## config.mk

```make
export PLATFORM = sky130hd
export DESIGN_NAME = vector_scanout_flat
export DESIGN_NICKNAME = d
export VERILOG_FILES = /design/src/aznable_pkg.sv /design/src/video_if.sv /design/src/vector_scanout.sv /design/src/flat_wrapper.sv
export SDC_FILE = /design/constraint.sdc
export NUM_CORES = 1
export LEC_CHECK = 0
export BUFFER_PORTS_ARGS = -buffer_cell sky130_fd_sc_hd__buf_2
export CAP_MARGIN = 20
export CORE_UTILIZATION = 40
export CTS_BUF_LIST = sky130_fd_sc_hd__clkbuf_4
export DETAILED_ROUTE_END_ITERATION = 10
export PLACE_DENSITY = 0.86
export REMOVE_ABC_BUFFERS = 1
export SYNTH_ARGS = -nofsm -noshare
export SYNTH_HDL_FRONTEND = slang
export SYNTH_SLANG_ARGS = --single-unit
```

## constraint.sdc

```tcl
create_clock -name clk_24 -period 1.6 [get_ports clk_24]
set_clock_uncertainty 0.1 [all_clocks]
set_input_delay 0 -clock clk_24 [delete_from_list [all_inputs] [get_ports clk_24]]
set_output_delay 0 -clock clk_24 [all_outputs]
set_load 0.02 [all_outputs]
```

## src/aznable_pkg.sv

```systemverilog
package aznable_pkg;

	// CPU bus
	localparam int ADDR_W = 16;
	localparam int DATA_W = 8;

	// Memory map
	localparam logic [ADDR_W-1:0] IN0_ADDR = 16'h8000;
	localparam logic [ADDR_W-1:0] TIMER_BASE = 16'h80C0;
	localparam logic [ADDR_W-1:0] JOY_BASE = 16'h8100;
	localparam logic [ADDR_W-1:0] PAUSE_ADDR = 16'h8530;
	localparam logic [ADDR_W-1:0] MENU_ADDR = 16'h8531;
	localparam logic [ADDR_W-1:0] VEC_BASE = 16'hC000;

	// 4 KiB of polyline entries
	localparam int VEC_LIST_AW = 12;

	// 6 devices, 32 buttons each
	localparam int JOY_W = 192;

	// Video timing in pixels and lines
	localparam int H_VISIBLE = 320;
	localparam int H_BLANK_END = 384;
	localparam int H_SYNC_START = 336;
	localparam int H_SYNC_END = 368;
	localparam int V_VISIBLE = 240;
	localparam int V_TOTAL = 262;
	localparam int V_SYNC_START = 244;
	localparam int V_SYNC_END = 247;
	localparam int CNT_W = 9;

	// 24 MHz system clock
	localparam int CLK_PER_MS = 24000;

	// Vector engine limits
	localparam int POINTS_MAX = 16;
	localparam int COORD_W = 8;

	// Framebuffer address is {y, x}
	localparam int FB_AW = 16;

endpackage

```

## src/video_if.sv

```systemverilog
`timescale 1ns/1ns

interface video_if;
	import aznable_pkg::*;

	logic ce;
	logic [CNT_W-1:0] hcnt;
	logic [CNT_W-1:0] vcnt;
	logic hblank;
	logic vblank;
	logic hsync;
	logic vsync;

	modport source (
		output ce, hcnt, vcnt, hblank, vblank, hsync, vsync
	);

	modport sink (
		input ce, hcnt, vcnt, hblank, vblank, hsync, vsync
	);

endinterface

```

## src/vector_scanout.sv

```systemverilog
`timescale 1ns/1ns

module vector_scanout (
	input logic clk_24,
	input logic arst_n,
	video_if.sink vid,
	output logic [aznable_pkg::FB_AW-1:0] fb_addr,
	output logic fb_we,
	output logic [aznable_pkg::DATA_W-1:0] fb_wdata,
	input logic [aznable_pkg::DATA_W-1:0] fb_rdata,
	output logic [aznable_pkg::DATA_W-1:0] vga_r,
	output logic [aznable_pkg::DATA_W-1:0] vga_g,
	output logic [aznable_pkg::DATA_W-1:0] vga_b,
	output logic vga_hblank,
	output logic vga_vblank,
	output logic vga_hsync,
	output logic vga_vsync
);
	import aznable_pkg::*;

	localparam logic [CNT_W-1:0] AREA = CNT_W'(2 ** COORD_W);

	logic [1:0] phase;
	logic in_area;
	logic [DATA_W-1:0] pix_hold;
	logic [DATA_W-1:0] grey;

	assign in_area = (vid.hcnt < AREA) && (vid.vcnt < AREA);
	assign fb_addr = {vid.vcnt[COORD_W-1:0], vid.hcnt[COORD_W-1:0]};

	// Phase 0 addresses the RAM, phase 1 sees the data, phase 2 writes back
	always_ff @(posedge clk_24 or negedge arst_n)
	begin
		if (!arst_n)
		begin
			phase <= '0;
			fb_we <= 1'b0;
			pix_hold <= '0;
			grey <= '0;
			vga_hblank <= 1'b0;
			vga_vblank <= 1'b0;
			vga_hsync <= 1'b0;
			vga_vsync <= 1'b0;
		end
		else
		begin
			fb_we <= 1'b0;
			phase <= vid.ce ? 2'd0 : phase + 2'd1;
			if (phase == 2'd1)
			begin
				pix_hold <= in_area ? fb_rdata : '0;
				fb_we <= in_area;
			end
			// Pixel leaves one pixel period after it was addressed
			if (vid.ce)
			begin
				grey <= (vid.hblank || vid.vblank) ? '0 : pix_hold;
				vga_hblank <= vid.hblank;
				vga_vblank <= vid.vblank;
				vga_hsync <= vid.hsync;
				vga_vsync <= vid.vsync;
			end
		end
	end

	// Fade by one bit per frame
	always_ff @(posedge clk_24)
	begin
		if (phase == 2'd1) fb_wdata <= {fb_rdata[DATA_W-2:0], 1'b0};
	end

	assign vga_r = grey;
	assign vga_g = grey;
	assign vga_b = grey;

endmodule

```

## src/flat_wrapper.sv

```systemverilog
// flat-port wrapper written by rule: the top's interface ports become plain ports
module vector_scanout_flat import aznable_pkg::*;
  (clk_24, arst_n, fb_addr, fb_we, fb_wdata, fb_rdata, vga_r, vga_g, vga_b, vga_hblank, vga_vblank, vga_hsync, vga_vsync, vid_ce, vid_hcnt, vid_vcnt, vid_hblank, vid_vblank, vid_hsync, vid_vsync);
  video_if vid_i ();
  input logic clk_24;
  input logic arst_n;
  output logic [aznable_pkg::FB_AW-1:0] fb_addr;
  output logic fb_we;
  output logic [aznable_pkg::DATA_W-1:0] fb_wdata;
  input logic [aznable_pkg::DATA_W-1:0] fb_rdata;
  output logic [aznable_pkg::DATA_W-1:0] vga_r;
  output logic [aznable_pkg::DATA_W-1:0] vga_g;
  output logic [aznable_pkg::DATA_W-1:0] vga_b;
  output logic vga_hblank;
  output logic vga_vblank;
  output logic vga_hsync;
  output logic vga_vsync;
  input wire logic [$bits(vid_i.ce)-1:0] vid_ce;
  input wire logic [$bits(vid_i.hcnt)-1:0] vid_hcnt;
  input wire logic [$bits(vid_i.vcnt)-1:0] vid_vcnt;
  input wire logic [$bits(vid_i.hblank)-1:0] vid_hblank;
  input wire logic [$bits(vid_i.vblank)-1:0] vid_vblank;
  input wire logic [$bits(vid_i.hsync)-1:0] vid_hsync;
  input wire logic [$bits(vid_i.vsync)-1:0] vid_vsync;
  assign vid_i.ce = vid_ce;
  assign vid_i.hcnt = vid_hcnt;
  assign vid_i.vcnt = vid_vcnt;
  assign vid_i.hblank = vid_hblank;
  assign vid_i.vblank = vid_vblank;
  assign vid_i.hsync = vid_hsync;
  assign vid_i.vsync = vid_vsync;
  vector_scanout u_core (.clk_24(clk_24), .arst_n(arst_n), .vid(vid_i), .fb_addr(fb_addr), .fb_we(fb_we), .fb_wdata(fb_wdata), .fb_rdata(fb_rdata), .vga_r(vga_r), .vga_g(vga_g), .vga_b(vga_b), .vga_hblank(vga_hblank), .vga_vblank(vga_vblank), .vga_hsync(vga_hsync), .vga_vsync(vga_vsync));
endmodule
```

==> impl_metrics.json, run 1 <==
{
  "outcome": "complete, no violations",
  "reg2reg_from": "u_core.phase[1]$_DFF_PN0_",
  "firstDrtPassIters": 4,
  "ant_nets": 0,
  "p_leak_nw": 0.894,
  "cts.htree.levels": 2,
  "setup_viol": 0,
  "setup_slack_ns": 0.381,
  "critPathLaunchType": "flip-flop",
  "critPathCapture": "u_core.fb_wdata[6]$_DFFE_PN_",
  "place_ws_ns": 0.410,
  "areaGrowthSynthToFinish_pct": 25.9,
  "ff2ff_setup_slack_ns": 0.38,
  "synth_warnings": 0,
  "rsz0062_at_grt": "no",
  "reg2regPathDepth": 3,
  "powerDensity_nw_per_um2": 883,
  "die_area_um2": 3970,
  "synthCells": 121,
  "yosysUniqueCellTypes": 16,
  "yosys.area.top_type": "dfrtp_1",
  "netlist_area_um2": 1490,
  "worstSetupPathType": "flip-flop to flip-flop",
  "ir_worst_vdd_mv": 0.443,
  "critPathCaptureType": "flip-flop",
  "ys_seq_area_share_pct": 52.7,
  "antenna_found_initial": 0,
  "grt_max_degree": 24,
  "synth.area.top_cells": "dfrtp_1 (39%), buf_4 (17%), edfxtp_1 (14%), o2bb2ai_2 (8.1%), o22ai_2 (6.7%)",
  "rows": 21,
  "fillers": 294,
  "synth-seq-cells": 30,
  "critPathArrivalTime_ns": 1.15,
  "cts_tree": "yes",
  "r2r_end": "u_core.fb_wdata[6]$_DFFE_PN_",
  "ios": 86,
  "clk_latency_ns": 0.33,
  "post_cts_buffers": 0,
  "worst_slew_pin_slew_ns": 0.523,
  "n_antenna_cell": 0,
  "drive_gt1_share_pct": 47.1,
  "cts-resized-gates": 0,
  "max-cap-violations": 0,
  "finalHoldViolCount": 0,
  "grt.total_usage_pct": 15.7,
  "finalSetupTns_ns": 0,
  "vias_per_cell": 4.41,
  "grt_pass1_wl_mm": 4.66,
  "drv_slew": 0,
  "port_buffers": 52,
  "min_period_ns": 1.22,
  "gp_congestion": 0.743,
  "vias": 971,
  "relSlewSlack_pct": 65.1,
  "fmax_mhz": 821,
  "avgSynthCellArea_um2": 12.3,
  "core_area_um2": 3440,
  "crit_start": "u_core.phase[1]$_DFF_PN0_",
  "cts_made_buffers": 5,
  "hpwl_mm": 1.79,
  "cts_sinks": 30,
  "worstPathRequired_ns": 1.53,
  "initial_utilization_pct": 43.3,
  "wire_per_inst_um": 13.2,
  "die_h_um": 63.0,
  "hold_path.class": "input port to asynchronous set/reset pin",
  "routed_wl_mm": 2.91,
  "root_buffer": "clkbuf_4",
  "finalNetCount": 207,
  "die_x_um": 63.0,
  "yosys.area.top_type_share_pct": 38.6,
  "gr-total-overflow": 0,
  "clockBufferDepth": 2,
  "path_clk_slew_ns": 0.10,
  "post-route-period-util_pct": 76.2,
  "cp_max_fo": 15,
  "drt_iter0_drc": 63,
  "grt_pass1_vias": 939,
  "drc": 0
}
## worst max-delay path, cell delays in order (launching register included)
cell     delay, ns
dfrtp_1       0.38
inv_1         0.05
ha_1          0.16
buf_4         0.22
## synthesized netlist by cell type (all sizes together)
cell type	count
o2bb2ai	8
or2	2
mux2	4
buf	38
ha	1
inv	10
dfrtp	23
edfxtp	7
nor2	3
nand2	16
conb	1
o22ai	8
## per-stage QoR
step	instance area (um^2)	hold WS (ns)	instances	utilization [%]	total power, mW
2_1_floorplan	1200	-0.396	83	-	1.04
3_3_place_gp	1520	-0.0999	182	44.2	1.14
3_5_place_dp	1520	-0.0998	182	44.2	1.14
4_1_cts	1880	0.0707	220	54.5	1.68
5_1_grt	1880	0.0822	220	54.5	1.75
6_report	1880	0.0571	220	54.5	1.66
## worst min path at each step
stage                 from                        endpoint
global route        arst_n  u_core.pix_hold[2]$_DFFE_PN0N_
floorplan           arst_n          u_core.fb_we$_DFF_PN0_
detailed placement  arst_n  u_core.pix_hold[2]$_DFFE_PN0N_
CTS                 arst_n  u_core.pix_hold[2]$_DFFE_PN0N_
finish              arst_n  u_core.pix_hold[2]$_DFFE_PN0N_
global placement    arst_n     u_core.vga_b[2]$_DFFE_PN0P_
## layout make-up
class / count / area [um^2] / area share, %
multi-input cells: 43 / 373 / 19.9
clock inverters: 2 / 10.0 / 0.533
repair buffers: 83 / 568 / 30.3
flip-flops and latches: 30 / 786 / 41.9
inverters: 10 / 37.5 / 2.00
clock buffers: 6 / 45.0 / 2.40
well taps: 46 / 57.6 / 3.07
## where the power goes
group          internal (mW)  switching, mW  total [mW]
Sequential             0.839         0.0298       0.869
Combinational          0.146          0.197       0.343
Clock                  0.184          0.262       0.446
Total                   1.17          0.489        1.66
## cells in the final DEF, fill, tap and decap left out
| master | instances |
|---|---|
| mux2_2 | 2 |
| clkbuf_4 | 6 |
| clkinv_2 | 2 |
| o22ai_2 | 8 |
| dfrtp_1 | 23 |
| inv_2 | 1 |
| conb_1 | 1 |
| dlygate4sd3_1 | 30 |
| inv_1 | 9 |
| mux2_4 | 2 |
| nor2_1 | 3 |
| nand2_1 | 16 |
| ha_1 | 1 |
| edfxtp_1 | 7 |
| buf_4 | 1 |
| o2bb2ai_2 | 8 |
| or2_1 | 2 |
| buf_2 | 52 |
## layer usage
metal	wire length [um]	part of all wire (%)	global-route usage (%)
met5	0	0	0
met4	43	1.5	5.81
met3	151	5.2	6.02
met2	1420	49	23.8
met1	1300	45	20.1
## timing repair
action	CTS	global route
hold buffers	30	0
endpoints found under the setup margin	0	0
hold endpoints to repair	59	0
## registers in the layout (all words and copies together) (netlist names), 2 cells and up
| signal | flops |
|---|---|
| u_core.pix_hold | 8 |
| u_core.vga_b | 8 |
| u_core.fb_wdata | 7 |
| u_core.phase | 2 |
## logic make-up (layout without fill, tap and decap cells)
family	after synthesis	after routing	synth area share (%)
buffers and inverters	48	101	22.2
adders and majority gates	1	1	0.839
other	1	1	0.252
muxes	4	4	3.53
DFF	30	30	52.7
and+or+nand+nor	21	21	5.63
AOI/OAI and AO/OA	16	16	14.8
Power figures use the tool's default switching activity.
==> run 2, diff against run 1 <==
--- a/config.mk
+++ b/config.mk
@@ -10,7 +10,7 @@
 export CORE_UTILIZATION = 40
 export CTS_BUF_LIST = sky130_fd_sc_hd__clkbuf_4
 export DETAILED_ROUTE_END_ITERATION = 10
-export PLACE_DENSITY = 0.86
+export PLACE_DENSITY = 0.89
 export REMOVE_ABC_BUFFERS = 1
 export SYNTH_ARGS = -nofsm -noshare
 export SYNTH_HDL_FRONTEND = slang
==> constraint.sdc (replaced) <==
create_clock -name clk_24 -period 1 [get_ports clk_24]
set_clock_uncertainty 0.1 [all_clocks]
set_input_delay 0 -clock clk_24 [delete_from_list [all_inputs] [get_ports clk_24]]
set_output_delay 0 -clock clk_24 [all_outputs]
set_load 0.02 [all_outputs]
==> impl_metrics.json, run 2 (same netlist as run 1, synthesis figures left out) <==
{
  "r2r_end": "u_core.fb_wdata[5]$_DFFE_PN_",
  "finalNetCount": 213,
  "ant_nets": 0,
  "ir_worst_vdd_mv": 0.665,
  "powerDensity_nw_per_um2": 1280,
  "critPathLaunchType": "flip-flop",
  "die_h_um": 63.0,
  "ios": 86,
  "fmax_mhz": 884,
  "cts_sinks": 30,
  "place_ws_ns": -0.146,
  "final_cell_mix": "buf_6 (32), dlygate4sd3_1 (30), buf_2 (21)",
  "die_x_um": 63.0,
  "final_common_cell": "buf_6",
  "fin_cells": 226,
  "min_period_ns": 1.13,
  "worst_slew_pin_slew_ns": 0.538,
  "p_comb_share_pct": 24.1,
  "p_int_mw": 1.93,
  "grt_max_degree": 24,
  "port_buffers": 52,
  "reg2regPathDepth": 3,
  "power_frac_clock_pct": 24.8,
  "ff2ff_setup_slack_ns": -0.13,
  "dp_cells": 185,
  "clk_latency_ns": 0.34,
  "clockBufferDepth": 2,
  "cts.htree.levels": 2,
  "outcome": "complete, but fails checks",
  "switchingPower_uw": 827,
  "setup_slack_ns": -0.131,
  "hold_path.class": "input port to asynchronous set/reset pin",
  "drt_iter0_drc": 16,
  "drive_gt1_share_pct": 53.9,
  "cp_max_fo": 8,
  "cts_tree": "yes",
  "die_area_um2": 3970,
  "grt_pass1_vias": 1047,
  "antenna_found_initial": 0,
  "rsz0062_at_grt": "yes",
  "final_area_um2": 2150,
  "worstPathRequired_ns": 0.95,
  "wire_per_inst_um": 15.0,
  "grt_pass1_wl_mm": 5.20,
  "cts_made_buffers": 5,
  "reg2reg_from": "u_core.phase[1]$_DFF_PN0_",
  "drc": 0,
  "root_buffer": "clkbuf_4",
  "hpwl_mm": 1.84,
  "postPlaceCellArea_um2": 1540,
  "grt.total_usage_pct": 17.7,
  "post-route-period-util_pct": 113,
  "setup_viol": 40,
  "vias": 1055,
  "vias_per_cell": 4.67,
  "n_antenna_cell": 0,
  "worstSetupPathType": "flip-flop to flip-flop",
  "initial_utilization_pct": 43.3,
  "gr-total-overflow": 0,
  "areaGrowthSynthToFinish_pct": 44.2,
  "finalHoldViolCount": 0,
  "p_seq_share_pct": 51.1,
  "finalSetupTns_ns": -2.22,
  "p_total_mw": 2.76,
  "violations": "setup timing",
  "critPathArrivalTime_ns": 1.08,
  "relSlewSlack_pct": 64.1,
  "gp_congestion": 0.757,
  "critPathCaptureType": "flip-flop",
  "routed_wl_mm": 3.39,
  "rows": 21,
  "path_clk_slew_ns": 0.11,
  "drv_slew": 0,
  "firstDrtPassIters": 4,
  "switching_share_pct": 30.0,
  "fillers": 271,
  "max-cap-violations": 0,
  "p_leak_nw": 0.945,
  "core_area_um2": 3440
}
-- run 2: cell count changes in the layout (fill, tap and decap cells not counted), sizes merged --
cell,before,now
buf,53,58
clkinvlp,0,1
-- run 2: through the flow --
| stage | util (%) | hold WS [ns] |
|---|---|---|
| floorplan | - | -0.396 |
| global placement | 44.9 | -0.0998 |
| detailed placement | 44.9 | -0.0998 |
| CTS | 60.4 | 0.0759 |
| global route | 62.4 | 0.108 |
| finish | 62.4 | 0.0671 |
-- run 2: worst max path at each step --
| stage | from | end | slack, ns |
|---|---|---|---|
| final | u_core.phase[1]$_DFF_PN0_ | u_core.fb_wdata[5]$_DFFE_PN_ | -0.13 |
| after global routing | u_core.phase[1]$_DFF_PN0_ | u_core.pix_hold[4]$_DFFE_PN0N_ | -0.18 |
| after CTS | u_core.phase[1]$_DFF_PN0_ | u_core.fb_wdata[7]$_DFFE_PN_ | -0.12 |
| after detailed placement | u_core.phase[0]$_DFF_PN0_ | u_core.pix_hold[4]$_DFFE_PN0N_ | -0.15 |
| after global placement | u_core.phase[1]$_DFF_PN0_ | u_core.fb_wdata[2]$_DFFE_PN_ | -0.13 |
| after floorplan | u_core.phase[1]$_DFF_PN0_ | u_core.pix_hold[0]$_DFFE_PN0N_ | -0.40 |
-- run 2: layer usage --
metal  vias up  wire length [um]  GRT usage [%]
met5         -                 0              0
met4         0                92           7.27
met3         9               190           5.66
met2        50              1740           29.8
met1       519              1360           20.7
li1        477                 -              -
-- run 2: power by group through the flow --
| stage | logic (mW) | registers (mW) | clock network [mW] |
|---|---|---|---|
| after global routing | 0.705 | 1.42 | 0.757 |
| after detailed placement | 0.420 | 1.42 | 0 |
| final | 0.664 | 1.41 | 0.686 |
| after floorplan | 0.156 | 1.50 | 0 |
| after global placement | 0.414 | 1.41 | 0 |
| after CTS | 0.625 | 1.40 | 0.702 |
-- run 2: cell type report --
class,count,area [um^2],share of cell area (%)
Tap cell,46,57.6,2.68
Timing Repair Buffer,89,811,37.7
Multi-Input combinational cell,43,395,18.4
Clock buffer,5,37.5,1.75
Sequential cell,30,791,36.8
Inverter,10,40.0,1.86
Clock inverter,3,16.3,0.757
-- run 2: worst max-delay path, stage by stage, from the launching register on --
cell and delay (ns):
dfrtp_1 0.39, inv_2 0.06, ha_4 0.15, buf_6 0.13
-- run 2: timing repair --
item                                    in CTS  in global routing
endpoints found under the setup margin      37                 54
resized for setup                           54                 21
pin swaps                                    1                  0
hold buffers                                30                  0
buffers inserted                             2                  1
hold endpoints to repair                    59                  0
==> run 3, diff against run 2 <==
--- a/config.mk
+++ b/config.mk
@@ -5,9 +5,10 @@
 export SDC_FILE = /design/constraint.sdc
 export NUM_CORES = 1
 export LEC_CHECK = 0
+export ABC_AREA = 1
 export BUFFER_PORTS_ARGS = -buffer_cell sky130_fd_sc_hd__buf_2
 export CAP_MARGIN = 20
-export CORE_UTILIZATION = 40
+export CORE_UTILIZATION = 39
 export CTS_BUF_LIST = sky130_fd_sc_hd__clkbuf_4
 export DETAILED_ROUTE_END_ITERATION = 10
 export PLACE_DENSITY = 0.89
==> impl_metrics.json, run 3 <==
{
  "crit_family": "flip-flops",
  "synthAdderAreaFrac_pct": 0.914,
  "root_buffer": "clkbuf_4",
  "synth.mux.area_fraction_pct": 0,
  "clockBufferDepth": 2,
  "cp.depth": 3,
  "grt_pass1_wl_mm": 4.83,
  "yosysUniqueCellTypes": 15,
  "cts_tree": "yes",
  "worstPathRequired_ns": 0.94,
  "reg2reg_from": "u_core.phase[1]$_DFF_PN0_",
  "avgSynthCellArea_um2": 10.1,
  "p_int_mw": 1.93,
  "violations": "setup timing",
  "post-synth-top-count-cell": "nand2_1",
  "final_cell_mix": "nand2_1 (43), dlygate4sd3_1 (32), buf_6 (31)",
  "finalHoldViolCount": 0,
  "cts_sinks": 30,
  "ys.flop_type": "dfrtp_1",
  "synth-xor-area-share_pct": 0,
  "crit_slowest_cell": "dfrtp_1",
  "cp_max_fo": 5,
  "yosys.area_share.simple_pct": 20.3,
  "synthArstFlopShare_pct": 76.7,
  "dp_cells": 200,
  "post-route-period-util_pct": 110,
  "rsz0062_at_grt": "yes",
  "clk_latency_ns": 0.32,
  "setup_slack_ns": -0.0995,
  "hpwl_mm": 1.84,
  "areaGrowthSynthToFinish_pct": 53.5,
  "reg2regPathDepth": 3,
  "routed_wl_mm": 3.44,
  "powerDensity_nw_per_um2": 1310,
  "vias_per_cell": 4.50,
  "yosys.area.top_type_share_pct": 42.0,
  "crit_start": "u_core.phase[1]$_DFF_PN0_",
  "crit_buf_inv": 2,
  "firstDrtPassIters": 6,
  "critPathCapture": "u_core.fb_wdata[1]$_DFFE_PN_",
  "core_area_um2": 3340,
  "port_buffers": 52,
  "critPathArrivalTime_ns": 1.04,
  "cts_made_buffers": 5,
  "antenna_found_initial": 0,
  "grt.total_usage_pct": 18.8,
  "min_period_ns": 1.10,
  "max-cap-violations": 0,
  "grt_max_degree": 24,
  "drt_iter0_drc": 18,
  "ir_worst_vdd_mv": 0.972,
  "p_leak_nw": 1.06,
  "relSlewSlack_pct": 64.8,
  "drc": 0,
  "cts.htree.levels": 2,
  "drv_slew": 0,
  "wire_per_inst_um": 13.9,
  "hold_ws_ns": 0.0712,
  "initial_utilization_pct": 41.0,
  "outcome": "complete, but fails checks",
  "ys_seq_area_share_pct": 57.4,
  "synth_commonest_cells": "nand2_1 (43), buf_4 (34), dfrtp_1 (23)",
  "yosys.area.top_type": "dfrtp_1",
  "die_x_um": 61.2,
  "crit_path_cell_trace": "inv_2 > ha_4 > buf_6",
  "fin_cells": 248,
  "setup_viol": 40,
  "slowest_delay_ns": 0.38,
  "synth.area.top_cells": "dfrtp_1 (42%), buf_4 (19%), edfxtp_1 (15%), nand2_1 (12%), nand3_1 (5.9%)",
  "power_frac_clock_pct": 25.8,
  "synth_edf_count": 7,
  "critPathCaptureType": "flip-flop",
  "fillers": 282,
  "drive_gt1_share_pct": 42.1,
  "hold_path.class": "input port to asynchronous set/reset pin",
  "worstSetupPathType": "flip-flop to flip-flop",
  "gp_congestion": 0.762,
  "p_seq_share_pct": 51.3,
  "gr-total-overflow": 0,
  "switchingPower_uw": 813,
  "final_common_cell": "nand2_1",
  "worst_slew_pin_slew_ns": 0.528,
  "rows": 21,
  "netlist_area_um2": 1370,
  "fmax_mhz": 910,
  "path_clk_slew_ns": 0.10,
  "ff2ff_setup_slack_ns": -0.1,
  "synth-compound-area-share_pct": 0,
  "synthCells": 136,
  "finalNetCount": 235,
  "vias": 1115,
  "grt_pass1_vias": 1014,
  "switching_share_pct": 29.6,
  "critPathLaunchType": "flip-flop",
  "ios": 86,
  "ant_nets": 0,
  "r2r_end": "u_core.fb_wdata[1]$_DFFE_PN_",
  "synth-seq-cells": 30,
  "die_h_um": 61.2,
  "n_antenna_cell": 0,
  "synth_top_family_by_area": "buffers and inverters",
  "die_area_um2": 3750,
  "synth_warnings": 0,
  "p_comb_share_pct": 22.9
}
run 3: power groups by stage:
stage               clock network [mW]  logic, mW  registers, mW
finish                           0.708      0.630           1.41
global route                     0.775      0.678           1.42
CTS                              0.716      0.584           1.40
detailed placement                   0      0.360           1.42
global placement                     0      0.350           1.41
floorplan                            0      0.100           1.50
run 3: what timing repair did:
item                                    in CTS  in global routing
endpoints found under the setup margin      40                 58
endpoints found under the hold margin       69                  0
hold buffers                                33                  0
pin swaps                                    2                  2
resized for setup                           47                 29
gates cloned                                 1                  0
setup buffers                                5                  1
run 3: stage by stage:
step	util (%)	area, um^2	setup TNS [ns]	total power [mW]	setup slack [ns]
3_5_place_dp	42.7	1420	-1.97	1.78	-0.156
2_1_floorplan	-	1090	-4.58	1.60	-0.295
3_3_place_gp	42.7	1420	-1.66	1.76	-0.139
6_report	63.0	2100	-1.68	2.75	-0.0995
4_1_cts	60.1	2010	-1.82	2.70	-0.0928
5_1_grt	63.0	2100	-3.23	2.87	-0.145
run 3: logic make-up after synthesis:
logic type	count (synthesis)
and+or+nand+nor	65
buffers and inverters	39
DFF	30
adders and majority gates	1
other	1
run 3: how the worst min path moves through the flow:
stage	start	endpoint	slack (ns)	cells past startpoint
finish	arst_n	u_core.vga_b[5]$_DFFE_PN0P_	0.07	2
global route	arst_n	u_core.vga_hblank$_DFFE_PN0P_	0.11	2
CTS	arst_n	u_core.vga_b[2]$_DFFE_PN0P_	0.09	2
detailed placement	arst_n	u_core.vga_b[5]$_DFFE_PN0P_	-0.10	1
global placement	arst_n	u_core.vga_b[5]$_DFFE_PN0P_	-0.10	1
floorplan	arst_n	u_core.fb_we$_DFF_PN0_	-0.40	0
run 3: per-layer routing:
| metal | global-route usage (%) | up-vias | part of all wire [%] |
|---|---|---|---|
| met5 | 0 | - | 0 |
| met4 | 5.84 | 0 | 0.70 |
| met3 | 5.88 | 2 | 4.2 |
| met2 | 29.7 | 38 | 54 |
| met1 | 24.8 | 548 | 41 |
| li1 | - | 527 | - |
run 3: worst reg2reg max path, stage by stage (launching register included):
cell and delay (ns):
dfrtp_1 0.38, inv_2 0.06, ha_4 0.16, buf_6 0.13
run 3: layout make-up:
type / count / area [um^2] / area share (%)
clock buffers: 6 / 45.0 / 2.14
clock inverters: 2 / 8.76 / 0.417
inverters: 3 / 11.3 / 0.536
multi-input cells: 67 / 337 / 16.0
flip-flops and latches: 30 / 792 / 37.7
well taps: 46 / 57.6 / 2.74
repair buffers: 94 / 850 / 40.4
